<file path="src/hw/pfir_params.svh">
`ifndef PFIR_PARAMS_SVH
`define PFIR_PARAMS_SVH

// Samples carried by one input vector, one vector per clock
`define PFIR_NSAMP 8

// Sample format, signed with 2 fraction bits
`define PFIR_SAMPLE_W 16
`define PFIR_SAMPLE_FRAC 2

// Coefficient format, signed with 14 fraction bits
// Unit terms get shifted up by COEF_FRAC to line up with products
`define PFIR_COEF_W 18
`define PFIR_COEF_FRAC 14

// Accumulator width, matches a 48 bit DSP post-adder
`define PFIR_ACC_W 48

// Chain lengths
`define PFIR_F_TAPS (`PFIR_NSAMP - 2)
`define PFIR_G_TAPS (`PFIR_NSAMP - 1)

// Cycles from a vector on dat_i to its f/g sums
`define PFIR_LATENCY `PFIR_NSAMP

`endif
</file>
<file path="src/hw/pfir_pkg.sv">
`default_nettype none

`include "pfir_params.svh"

package pfir_pkg;

    // One signed input sample
    typedef logic signed [`PFIR_SAMPLE_W-1:0] sample_t;

    // Whole input vector
    // Element 0 is the oldest sample in time, NSAMP-1 the newest
    typedef sample_t [`PFIR_NSAMP-1:0] sample_vec_t;

    // One signed FIR coefficient
    typedef logic signed [`PFIR_COEF_W-1:0] coef_t;

    // Partial sums and products
    // Wide enough for every product plus the unit term, no saturation
    typedef logic signed [`PFIR_ACC_W-1:0] acc_t;

endpackage

`default_nettype wire

</file>
<file path="src/hw/pfir_sample_aligner.sv">
`timescale 1ns/100ps
`default_nettype none

`include "pfir_params.svh"

// Staggers the input vector so that sample s leaves s cycles late
// Samples 0 and 1 go straight through
// The staggered copies are shared by both tap chains and also leave on x_o
module pfir_sample_aligner (
    input  logic                  clk,
    input  logic                  rst_i,
    input  pfir_pkg::sample_vec_t dat_i,
    output wire pfir_pkg::sample_vec_t x_o
);

    import pfir_pkg::*;

    localparam int NSAMP = `PFIR_NSAMP;

    for (genvar s = 0; s < NSAMP; s++) begin : g_smp
        if (s < 2) begin : g_pass
            // Head samples need no alignment
            assign x_o[s] = dat_i[s];
        end else begin : g_dly
            // Plain register line, depth equals the sample index
            sample_t dly_q [s];

            always_ff @(posedge clk) begin
                if (rst_i) begin
                    for (int i = 0; i < s; i++) begin
                        dly_q[i] <= '0;
                    end
                end else begin
                    dly_q[0] <= dat_i[s];
                    // Each stage hands its word one step deeper
                    for (int i = 1; i < s; i++) begin
                        dly_q[i] <= dly_q[i-1];
                    end
                end
            end

            // Deepest stage is the aligned sample
            assign x_o[s] = dly_q[s-1];
        end
    end

    // Sample 2 is the first delayed lane and feeds the head of the f chain
    // Its output must be the input from two clocks back once reset has flushed
    assert property (@(posedge clk) disable iff (rst_i)
        (!$past(rst_i) && !$past(rst_i, 2)) |-> (x_o[2] == $past(dat_i[2], 2)))
    else $error("aligner: sample 2 delay mismatch");

endmodule

`default_nettype wire

</file>
<file path="config.mk">
export PLATFORM = sky130hd
export DESIGN_NAME = pfir_sample_aligner
export DESIGN_NICKNAME = d
export VERILOG_FILES = /design/src/hw/pfir_pkg.sv /design/src/hw/pfir_sample_aligner.sv
export VERILOG_INCLUDE_DIRS = /design/src /design/src/hw
export SDC_FILE = /design/constraint.sdc
export NUM_CORES = 1
export LEC_CHECK = 0
export ABC_AREA = 1
export BUFFER_PORTS_ARGS = -buffer_cell sky130_fd_sc_hd__buf_4
export CAP_MARGIN = 20
export CORE_ASPECT_RATIO = 0.8
export CORE_MARGIN = 2
export CORE_UTILIZATION = 55
export CTS_BUF_LIST = sky130_fd_sc_hd__clkbuf_2 sky130_fd_sc_hd__clkbuf_4 sky130_fd_sc_hd__clkbuf_8
export DETAILED_ROUTE_END_ITERATION = 16
export PLACE_DENSITY = 0.8
export SLEW_MARGIN = 0
export SYNTH_ARGS = -nofsm -noshare
export SYNTH_HDL_FRONTEND = slang
export SYNTH_SLANG_ARGS = --single-unit
export TNS_END_PERCENT = 100
</file>
<file path="constraint.sdc">
create_clock -name clk -period 1.25 [get_ports clk]
set_input_delay 0.0625 -clock clk [delete_from_list [all_inputs] [get_ports clk]]
set_output_delay 0.0625 -clock clk [all_outputs]
set_load 0.05 [all_outputs]
</file>
=== Yosys cells after proc, flatten, opt, wreduce, memory -nomap -nowiden ===
Memory sizes are Yosys's and may differ from the RTL's.
Index checks and enable logic that the tools add are counted.

* Flip-flop bits (word level): 0
* RAM bits: 432
* Word-level logic and storage cells: 63
* Memories: 6

{| class="wikitable"
|+ Memories
! memory !! words !! bits a word !! rd ports !! clocked after memory_dff !! write ports !! RTL line !! RTL
|-
| g_smp[7].g_dly.dly_q || 7 || 16 || 7 || 0 || 7 || pfir_sample_aligner.sv:26 || <nowiki>sample_t dly_q [s];</nowiki>
|-
| g_smp[6].g_dly.dly_q || 6 || 16 || 6 || 0 || 6 || pfir_sample_aligner.sv:26 ||
|-
| g_smp[5].g_dly.dly_q || 5 || 16 || 5 || 0 || 5 || pfir_sample_aligner.sv:26 ||
|-
| g_smp[4].g_dly.dly_q || 4 || 16 || 4 || 0 || 4 || pfir_sample_aligner.sv:26 ||
|-
| g_smp[3].g_dly.dly_q || 3 || 16 || 3 || 0 || 3 || pfir_sample_aligner.sv:26 ||
|-
| g_smp[2].g_dly.dly_q || 2 || 16 || 2 || 0 || 2 || pfir_sample_aligner.sv:26 ||
|}

* Multiplexer cells: 30
* Bitwise logic cells: 27

{| class="wikitable"
|+ Operators with widths
! kind !! number
|-
| 2-to-1 mux 16 bit || 27
|-
| OR 1 bit || 27
|-
| 2-to-1 mux 1 bit || 3
|}

=== Longest topological paths before layout ===
* Word-level depth: 3
* Gate-level depth with buffers: 4
* Gate-level depth less buffers: 2

=== Worst setup path before layout ===
No wires, ideal clock.

* Kind: register to output
* Start: mem g_smp[6].g_dly.dly_q[5][4] in the netlist's numbering
* End: out x_o[100] in the netlist's numbering
* Data arrival time: 587 ps
* Required time: 1188 ps
* Setup slack: 600 ps
* Cell stages (with the launch flop): 1
* Path buffers: 0
* Cells stage by stage: dfxtp_1

{| class="wikitable"
|+ RTL lines
! what !! RTL line !! RTL
|-
| start, declared || pfir_sample_aligner.sv:26 ||
|-
| end, declared || pfir_sample_aligner.sv:13 || <nowiki>output wire pfir_pkg::sample_vec_t x_o</nowiki>
|}

==> results.md <==
* Largest net degree at the start of global routing at 88
* Asr flop ratio synth at 0
* RSZ-0062 raised after global routing: no
* Mapped Area at 13000 µm²
* CP Class: reg -> out
* DRC at 0
* Clock Tree Buf Depth at 3
* Routability congestion estimate at 0.7250
* Distinct cells, synth at 6
* Hpwl dp at 11640 µm
* Most flops, register: g_smp.g_dly.dly_q
* Fill count at 1553
* Ys Warns at 0
* Setup TNS at 0 ps
* # IOs at 258
* Final hold vios at 0
* Tmin final at 1183 ps
* Buf/Inv on CP at 1
* Worst-path fanout max at 1
* Antenna cells at 0
* Final non-filler cell total at 2062
* Clock sink count at 432
* CP startpoint kind: flip-flop
* CTS clk-pin slew, worst paths at 70 ps
* Initial drt markers at 313
* Biggest regs: g_smp.g_dly.dly_q x432
* Vias/cell at 4.064
* Max reg flops at 432
* Placed cell count at 1814
* Worst-Skew Late Latency at 560 ps
* DR vias at 8379
* Crit-path leading delay family: flip-flops
* CTS root buffer: clkbuf_8
* Vias in the first global route at 8764
* GRT overflow at 0
* Clk_skew at 12.26 ps
* Worst slew pin tran at 658.6 ps
* Share of cells above drive strength 1 at 0.1766
* Worst Path Arrival at 1120 ps
* Synth Area per Inst at 9.130 µm²
* Post-route ant nets at 0
* Cell chain of the critical path: buf_4
* Slowest cell on the critical path: dfxtp_1
* Pwr dens at 1625 nW/µm²
* First-pass GRT wire length at 38960 µm
* Post-Syn Nets at 1554
* Total core area at 23330 µm²
* Initial antenna violation count at 0
* Final Cycle Share at 0.9460
* IO Port Bufs at 193
* GRT Overall Usage at 0.1944
* Top-area cell type share of the netlist area at 0.6652
* P&R area growth vs syn at 28.38%
* Yosys top cell by area: dfxtp_1
* Nature of the critical path endpoint: output pin
* Max-cap violations at 0
* WL final at 23650 µm
* Number of synthesized flops with an enable pin at 0
* Worst Hold Margin at 34.71 ps
* DIE AREA at 24890 µm²
* Post-synth top cells: 432 x dfxtp_1, 432 x inv_1, 432 x nor2_1
* Initial Util at 0.5572
* DIE HEIGHT at 141.5 µm
* Worst Hold Class: in -> reg
* Fmax at 845.7 MHz
* CP required at 1190 ps
* Post-CTS Setup Repair Bufs at 0
* H-tree Lvls at 2
* Status: completed
* Top_reg_cell synth: dfxtp_1
* Top cells by area, synth: dfxtp_1 67%, inv_1 12%, nor2_1 12%
* Sequential share of the synthesized area at 0.6652
* Slew Limit Fails at 0
* Slew margin rel. at 0.5595
* Cell Rows at 50
* CTS tree: yes
* Chip width at 175.9 µm
* Largest stage delay, worst path at 350 ps
* DR WL/cell at 11.47 µm
* Gate Count Post-Synth at 1424
* Peak VDD IR at 1073 µV
* Num CTS Buffers at 59
* P_leak at 7.930 nW
* FF+latch count, synth at 432
* Fin nets at 1840
* First-pass iteration count of the detailed router at 6
* Final Setup Violations at 0
## path summary, 6_finish.rpt
kind                                                              from                                endpoint  slack (ps)  cells after the start
worst min-delay path                                             rst_i  g_smp[7].g_dly.dly_q[2][15]$_SDFF_PP0_          30                      3
worst max-delay path            g_smp[3].g_dly.dly_q[0][46]$_SDFF_PP0_                                 x_o[62]          70                      1
worst max register to register   g_smp[7].g_dly.dly_q[3][5]$_SDFF_PP0_   g_smp[7].g_dly.dly_q[4][5]$_SDFF_PP0_         180                      3
worst min register to register   g_smp[6].g_dly.dly_q[3][8]$_SDFF_PP0_   g_smp[6].g_dly.dly_q[4][8]$_SDFF_PP0_         400                      2
## layout make-up
| class | count | area (µm²) | share of cell area |
|---|---|---|---|
| inverters | 432 | 1622 | 0.09715 |
| clock inverters | 13 | 165.2 | 0.009895 |
| well taps | 312 | 390.4 | 0.02339 |
| repair buffers | 353 | 3133 | 0.1877 |
| multi-input cells | 432 | 1622 | 0.09715 |
| clock buffers | 88 | 1111 | 0.06657 |
| flip-flops and latches | 432 | 8648 | 0.5181 |
## repair_timing
item	4_1_cts	5_1_grt
resized for setup	0	0
hold buffers	147	0
hold endpoints to repair	137	0
## kinds of logic after synthesis
| logic type | count (synthesis) | synth area share |
|---|---|---|
| buffers and inverters | 560 | 0.2101 |
| flip-flops | 432 | 0.6652 |
| AND/OR/NAND/NOR | 432 | 0.1247 |
## power breakdown
| group | switching, mW | internal (mW) |
|---|---|---|
| logic | 0.804 | 0.742 |
| clock network | 4.79 | 6.48 |
| registers | 0.116 | 14.2 |
| total | 5.71 | 21.4 |
## layer usage
layer,vias to the layer above,share of wire,track usage
met5,-,0,0
met4,0,0.027,0.07525
met3,60,0.073,0.06752
met2,233,0.52,0.3782
met1,3754,0.38,0.1873
li1,4332,-,-
## per-stage QoR
stage	instance area [µm²]	utilization	setup WS [ps]	power, mW
6_report	16690	0.7153	67.50	27.12
2_1_floorplan	13000	-	600.2	15.70
4_1_cts	16690	0.7153	29.18	27.34
3_5_place_dp	13920	0.5967	410.4	15.74
3_3_place_gp	13920	0.5967	399.6	15.70
5_1_grt	16690	0.7153	16.19	28.19
## layout by cell type (no fill, tap or decap)
master,netlist,routed
clkinv_2,0,9
bufinv_16,0,4
buf_8,0,1
buf_4,80,198
clkbuf_4,0,16
buf_12,0,9
inv_1,432,432
dfxtp_1,432,432
nor2_1,432,432
clkbuf_8,0,72
dlygate4sd3_1,0,145
## worst reg2reg max path, stage by stage (launching register included)
cell	delay, ps
dfxtp_1	330
inv_1	50
nor2_1	80
dlygate4sd3_1	560
(Power assumes the default switching activity.)
