**config.mk**
```make
export PLATFORM = sky130hd
export DESIGN_NAME = pfir_coef_bank
export DESIGN_NICKNAME = d
export VERILOG_FILES = /design/src/hw/pfir_pkg.sv /design/src/hw/pfir_coef_bank.sv
export VERILOG_INCLUDE_DIRS = /design/src /design/src/hw
export SDC_FILE = /design/constraint.sdc
export NUM_CORES = 1
export LEC_CHECK = 0
export ABC_AREA = 1
export ABC_CLOCK_PERIOD_IN_PS = 1000
export BUFFER_PORTS_ARGS = -buffer_cell sky130_fd_sc_hd__buf_2
export CAP_MARGIN = 20
export CELL_PAD_IN_SITES_DETAIL_PLACEMENT = 0
export CELL_PAD_IN_SITES_GLOBAL_PLACEMENT = 1
export CORE_ASPECT_RATIO = 1.2
export CORE_MARGIN = 4
export CORE_UTILIZATION = 35
export DETAILED_ROUTE_END_ITERATION = 10
export HOLD_SLACK_MARGIN = 0.12
export PLACE_DENSITY = 0.81
export SYNTH_ARGS = -nofsm -noshare
export SYNTH_HDL_FRONTEND = slang
export SYNTH_SLANG_ARGS = --single-unit
```
**constraint.sdc**
```tcl
create_clock -name clk -period 1 [get_ports clk]
set_input_delay 0.15 -clock clk [delete_from_list [all_inputs] [get_ports clk]]
set_output_delay 0.15 -clock clk [all_outputs]
set_load 0.03 [all_outputs]
```
**src/hw/pfir_params.svh**
```systemverilog
`ifndef PFIR_PARAMS_SVH
`define PFIR_PARAMS_SVH

// Samples carried by one input vector, one vector per clock
`define PFIR_NSAMP 8

// Sample format, signed with 2 fraction bits
`define PFIR_SAMPLE_W 16
`define PFIR_SAMPLE_FRAC 2

// Coefficient format, signed with 14 fraction bits
// Unit terms get shifted up by COEF_FRAC to line up with products
`define PFIR_COEF_W 18
`define PFIR_COEF_FRAC 14

// Accumulator width, matches a 48 bit DSP post-adder
`define PFIR_ACC_W 48

// Chain lengths
`define PFIR_F_TAPS (`PFIR_NSAMP - 2)
`define PFIR_G_TAPS (`PFIR_NSAMP - 1)

// Cycles from a vector on dat_i to its f/g sums
`define PFIR_LATENCY `PFIR_NSAMP

`endif
```
**src/hw/pfir_pkg.sv**
```systemverilog
`default_nettype none

`include "pfir_params.svh"

package pfir_pkg;

    // One signed input sample
    typedef logic signed [`PFIR_SAMPLE_W-1:0] sample_t;

    // Whole input vector
    // Element 0 is the oldest sample in time, NSAMP-1 the newest
    typedef sample_t [`PFIR_NSAMP-1:0] sample_vec_t;

    // One signed FIR coefficient
    typedef logic signed [`PFIR_COEF_W-1:0] coef_t;

    // Partial sums and products
    // Wide enough for every product plus the unit term, no saturation
    typedef logic signed [`PFIR_ACC_W-1:0] acc_t;

endpackage

`default_nettype wire

```
**src/hw/pfir_coef_bank.sv**
```systemverilog
`timescale 1ns/100ps
`default_nettype none

// Double-buffered coefficient store for one tap chain
// Writes shift into a shadow chain, an update copies shadow to active
// Only the active words ever reach the multipliers
module pfir_coef_bank #(
    parameter int NTAPS = 6
) (
    input  logic                          clk,
    input  logic                          rst_i,
    input  logic                          wr_i,
    input  logic                          update_i,
    input  pfir_pkg::coef_t               dat_i,
    output pfir_pkg::coef_t [NTAPS-1:0]   coef_o
);

    import pfir_pkg::*;

    // Position 0 holds the newest write, NTAPS-1 the oldest
    coef_t shadow_q [NTAPS];
    coef_t active_q [NTAPS];

    always_ff @(posedge clk) begin
        if (rst_i) begin
            for (int i = 0; i < NTAPS; i++) begin
                shadow_q[i] <= '0;
                active_q[i] <= '0;
            end
        end else begin
            if (wr_i) begin
                shadow_q[0] <= dat_i;
                // Oldest word drops off the end
                for (int i = 1; i < NTAPS; i++) begin
                    shadow_q[i] <= shadow_q[i-1];
                end
            end
            // Write and update together: active gets the pre-write shadow
            if (update_i) begin
                active_q <= shadow_q;
            end
        end
    end

    // Tap 0 takes the oldest word, the last tap the newest
    always_comb begin
        for (int k = 0; k < NTAPS; k++) begin
            coef_o[k] = active_q[NTAPS-1-k];
        end
    end

    // Shadow writes must never leak into the multipliers on their own
    assert property (@(posedge clk) disable iff (rst_i)
        (!$past(update_i) && !$past(rst_i)) |-> $stable(coef_o))
    else $error("coef_bank: active coefficients changed without update");

endmodule

`default_nettype wire

```
## Word-level counts from Yosys, hierarchy flattened

Index checks and enable logic that the tools add are counted.

| storage, ports and cells | value |
|---|---|
| input bits | 22 |
| word-level logic and storage cells | 12 |
| register bits | 216 |
| output and inout port bits | 108 |

## Longest topological paths before layout

Gate-level depths: netlist of run 1.

| depth | value |
|---|---|
| depth in word-level cells | 0 |
| mapped depth | 6 |
| depth with buffers taken out | 4 |

## Least setup slack after synthesis of run 1

Ideal clock, no wire load.

| timing path | value |
|---|---|
| kind | input -> register |
| start point | input update_i |
| end point | register active_q (netlist bit coef_o[66]) |
| buffers on the path | 3 |
| path slack | 184 ps |
| data required time | 886 ps |
| stages | 5 |
| arrival | 702 ps |
| library setup time | 114 ps |
| cells stage by stage | buf_6 -> buf_4 -> buf_4 -> nor2_1 -> nor2_1 |

RTL lines:

| what | RTL line | source |
|---|---|---|
| start: declaration | pfir_coef_bank.sv:13 | `input logic update_i,` |
| end signal: assignment | pfir_coef_bank.sv:40 | `active_q <= shadow_q;` |
| end: declaration | pfir_coef_bank.sv:22 | `coef_t active_q [NTAPS];` |

## Worst setup path in the final report of run 1

| timing path | value |
|---|---|
| start point | register active_q (netlist bit coef_o[27]) |
| end point | output coef_o[27] (netlist bit) |

RTL lines:

| what | RTL line | source |
|---|---|---|
| end: declaration | pfir_coef_bank.sv:15 | `output pfir_pkg::coef_t [NTAPS-1:0] coef_o` |

No word-level cell between the ends.

==> run metrics, run 1 <==
status complete, but fails checks; failing checks negative setup slack; Worst Skew 9.89 ps; Seq. cell area 4460 um2; multi-input logic area 3240 um2; CP Launch Type flip-flop; crit path capture type output port; largest net degree at the start of global routing 47; share of post-route cells with drive strength above 1 0.224; Die X 151 um; H-tree depth 1; fin crit share 1.15; Antenna Cells 0; total number of yosys warnings 0; Syn Area/Cell 6.71 um2; CP Data Required Time 850 ps; core area 24000 um2; FILL cells 2495; Layout Utilization 0.480; LEAKAGE 5.84 nW; drt total wl 21400 um; CP Class flip-flop to output port; P&R area growth vs syn 34.8%; TritonCTS clock tree built; top-area cell type share of the netlist area 0.505; nets 1454; pre-CTS setup slack 16.9 ps; setup ws final -151 ps; CP max-delay cell dfxtp_2; via count 7531; Routed Antenna Nets 0; Post-Syn Nets 1300; Cell Pwr Density 1870 nW/um2; full die area 27100 um2; MaxCap Viol Count 0; area post-placement 9520 um2; CP arrival 1000 ps; vias in the first global route 7228; Worst Path Buf+Inv 1; CTS root buffer clkbuf_16; final setup vio count 117; setup TNS -13100 ps; Overflow after GRT 0; clk buf depth 3; row count 62; RSZ-0062 raised after global routing true; Slew Viols, Final 0; crit path time final 1150 ps; worst path cell trace buf_6; peak supply drop 1.26 mV; CTS Sinks 216; fmax 0.868 GHz; Unique masters post-synth 10; critical path peak fanout 2; drt pass-1 iters 4; worst skew pair latency 510 ps; sequential area share after synthesis 0.505; synthesized flop and latch total 216; CP top delay family flip-flops; cell area after layout 11500 um2; Via density 4.26; Port Buf Inserts 129; most frequent cells in the layout 432 x nor2_1, 432 x nand2_1, 126 x inv_1; cells after synthesis 1278; Synth area leaders dfxtp_1 50%, nand2_1 19%, nor2_1 19%; Remaining DRCs 0; Tot Pwr 21.6 mW; drt wl/cell 12.1 um; Hold Vio Cnt, Final 0; detailed placer's ending HPWL 14500 um; Hold Crit Class input port to flip-flop; all-layer global routing usage 0.154; first-pass GRT wire length 34700 um; Inserted Clock Buffers 23; DR iter-0 viols 300; Slew @ Worst Pin 465 ps; initial antenna violation count 0; Mapped Area 8570 um2; Die Y 179 um; largest area contributor in the netlist dfxtp_1; I/O Pins 130; headroom to the max-slew limit 0.689; clk slew on worst S/H paths 60 ps; max incr delay on CP 360 ps; Initial Util 0.356; gpl congestion 0.785
==> synth_stat cells <==
master / n
buf_1: 1
buf_2: 31
buf_4: 9
buf_6: 25
clkbuf_1: 5
dfxtp_1: 216
inv_1: 126
inv_2: 1
nand2_1: 432
nor2_1: 432
==> final cells by class <==
cell class	count	share of cell area
flip-flops and latches	216	0.386
inverters	127	0.0424
multi-input cells	864	0.281
clock buffers	34	0.0603
repair buffers	200	0.187
well taps	320	0.0347
clock inverters	8	0.00834
==> flip-flops by register name (all words and copies together) (netlist names) <==
name,flops
coef_o,108
shadow_q,108
==> timing repair <==
item	CTS	global route
hold buffers	21	4
resized for setup	324	7
setup endpoints to repair	108	138
cloned	0	2
pin swaps	0	0
endpoints found under the hold margin	47	18
setup buffers	9	5
==> path summary, 6_finish.rpt <==
kind / start / to / slack (ps) / cells past startpoint
max reg2reg: coef_o[102] / coef_o[102] / 200 / 4
max: coef_o[27] / coef_o[27] / -150 / 1
min: update_i / coef_o[34] / 160 / 4
min reg2reg: shadow_q[44] / shadow_q[44] / 470 / 2
==> report_power, final <==
part	switching, mW	internal [mW]
Clock	3.44	5.34
Sequential	0.353	9.23
Combinational	1.88	1.35
Total	5.67	15.9
==> stage by stage <==
stage          hold slack [ps]  cells
3_3_place_gp               439   1688
4_1_cts                    140   1760
2_1_floorplan              338   1278
5_1_grt                    157   1769
6_report                   158   1769
3_5_place_dp               441   1688
==> layer usage <==
metal  routed length, um  track usage  vias to the layer above  share of wire
li1                    -            -                     3996              -
met1                9290        0.190                     3372           0.43
met2               10600        0.270                      130           0.50
met3                 998       0.0297                       33          0.047
met4                 471       0.0425                        0          0.022
met5                   0            0                        -              0
==> tightest hold or removal path, cell delays in order <==
cell and delay (ps):
buf_6 160, buf_4 180, nor2_1 100, nor2_1 50
==> cells by family after synthesis <==
kind of cell / share of synthesized area
AND/OR/NAND/NOR: 0.378
flip-flops: 0.505
buffers and inverters: 0.117
(Power assumes the default switching activity.)
==> run 2: changes to the inputs <==
==> constraint.sdc (replaced) <==
create_clock -name clk -period 1 [get_ports clk]
set_input_delay 0.3 -clock clk [delete_from_list [all_inputs] [get_ports clk]]
set_output_delay 0.3 -clock clk [all_outputs]
set_load 0.03 [all_outputs]
==> run 2 against run 1 <==
Net effect: critical path depth unchanged; critical endpoint is now coef_o[81]; the run still ends with negative setup slack left; sequential share of layout area increased by 0.73 points; largest power group unchanged; clock skew up 6.7 ps; utilization decreased by 0.89 points; non-clock buffer count shrank 9; global-route usage about the same; die area stayed put; cell count shrank 0.51%; final area fell by 1.9%.
==> run metrics, run 2 (synthesis results as in run 1) <==
first-pass GRT wire length 34900 um (+0.56%); Die X 151 um (unchanged); Tot Pwr 21.0 mW (-2.9%); P_int 15.3 mW (-3.6%); Antenna Cells 0 (unchanged); power share of the combinational group 0.150 (about the same); worst path cell trace buf_6; I/O Pins 130 (unchanged); Worst Path Buf+Inv 1 (unchanged); P_sw 5.63 mW (-0.77%); critical path peak fanout 2 (unchanged); register share of total power 0.457 (+0.013); CP max-delay cell dfxtp_2; CP Data Required Time 700 ps (-150 ps); Hold Crit Class input port to flip-flop; setup TNS -29320 ps (-16230 ps); most frequent cells in the layout 432 x nor2_1, 432 x nand2_1, 126 x inv_1; core area 24000 um2 (unchanged); CP Class flip-flop to output port; clk slew on worst S/H paths 60 ps (about the same); clock share of power 0.393 (-0.013); Inserted Clock Buffers 24 (+4.3%); row count 62 (unchanged); headroom to the max-slew limit 0.850 (+0.162); Hold Vio Cnt, Final 0 (unchanged); setup ws final -300 ps (-149 ps); crit path time final 1300 ps (+149 ps); P&R area growth vs syn 32.3%; Port Buf Inserts 129 (unchanged); Cell Pwr Density 1850 nW/um2 (-1.0%); Slew @ Worst Pin 224 ps (-241 ps); CP arrival 1000 ps (about the same); FILL cells 2495 (unchanged); Net Sw Frac 0.268 (+0.00569); crit path capture type output port; DR iter-0 viols 290 (-3.3%); CP top delay family flip-flops; clk buf depth 3 (unchanged); CTS root buffer clkbuf_16; full die area 27100 um2 (unchanged); fmax 0.769 GHz (-11%); area post-placement 9500 um2 (-0.21%); Routed Antenna Nets 0 (unchanged); Slew Viols, Final 0 (unchanged); Overflow after GRT 0 (unchanged); via count 7447 (-1.1%); Worst Skew 16.6 ps (+6.74 ps); Layout Utilization 0.471 (-0.00890); gpl congestion 0.761 (-3.0%); final setup vio count 108 (-7.7%); CP Launch Type flip-flop; nets 1446 (-0.55%); largest net degree at the start of global routing 50 (+6.4%); fin crit share 1.30 (+0.149); drt wl/cell 11.8 um (-2.5%); RSZ-0062 raised after global routing true; share of post-route cells with drive strength above 1 0.219 (-0.00554); all-layer global routing usage 0.154 (about the same); Die Y 179 um (unchanged); failing checks negative setup slack; cell area after layout 11300 um2 (-1.9%); H-tree depth 1 (unchanged); drt total wl 20700 um (-3.0%); detailed placer's ending HPWL 14400 um (-0.51%); MaxCap Viol Count 0 (unchanged); CTS Sinks 216 (unchanged); vias in the first global route 7283 (+0.76%); max incr delay on CP 350 ps (about the same); status complete, but fails checks; LEAKAGE 5.73 nW (-1.9%); initial antenna violation count 0 (unchanged); worst skew pair latency 520 ps (about the same); Initial Util 0.356 (unchanged); TritonCTS clock tree built; drt pass-1 iters 4 (unchanged); Via density 4.23 (-0.61%); Remaining DRCs 0 (unchanged); peak supply drop 1.18 mV (-6.4%)
[run 2: metrics by stage]
step / std cells / hold slack (ps) / setup slack, ps
after floorplan: 1278 / 449 / 33.9
after global placement: 1687 / 452 / -92.5
after detailed placement: 1687 / 460 / -101
after CTS: 1756 / 123 / -327
after global routing: 1760 / 155 / -342
final: 1760 / 150 / -300
[run 2: path summary, 6_finish.rpt]
check           startpoint             to  slack (ps)  cells after the start
min                   wr_i   shadow_q[94]         150                      3
max reg2reg   shadow_q[39]   shadow_q[21]         260                      4
max             coef_o[81]     coef_o[81]        -300                      1
min reg2reg  shadow_q[102]  shadow_q[102]         470                      2
[run 2: timing repair]
| action | 4_1_cts | 5_1_grt |
|---|---|---|
| setup buffers | 8 | 4 |
| endpoints found under the setup margin | 108 | 108 |
| hold endpoints to repair | 19 | 0 |
| gates resized for setup | 324 | 0 |
| hold buffers | 19 | 0 |
[run 2: final cells by class]
type	count	area, um2	share of cell area
sequential	216	4460	0.393
multi-input combinational	864	3240	0.286
timing repair buffer	191	2010	0.177
clock buffer	37	699	0.0617
inverter	127	482	0.0425
tap	320	400	0.0353
clock inverter	5	42.5	0.00375
[run 2: metal layers]
| layer | up-vias | GRT usage | wire length [um] |
|---|---|---|---|
| li1 | 3973 | - | - |
| met1 | 3326 | 0.184 | 9010 |
| met2 | 118 | 0.281 | 10500 |
| met3 | 30 | 0.0285 | 867 |
| met4 | 0 | 0.0356 | 371 |
| met5 | - | 0 | 0 |
[run 2: power by group through the flow]
stage | Sequential, mW | Combinational (mW) | Clock (mW)
after floorplan | 10.1 | 1.50 | 0
after global placement | 9.63 | 2.76 | 0
after detailed placement | 9.64 | 2.78 | 0
after CTS | 9.58 | 3.19 | 8.54
after global routing | 9.64 | 3.54 | 8.88
final | 9.58 | 3.15 | 8.24
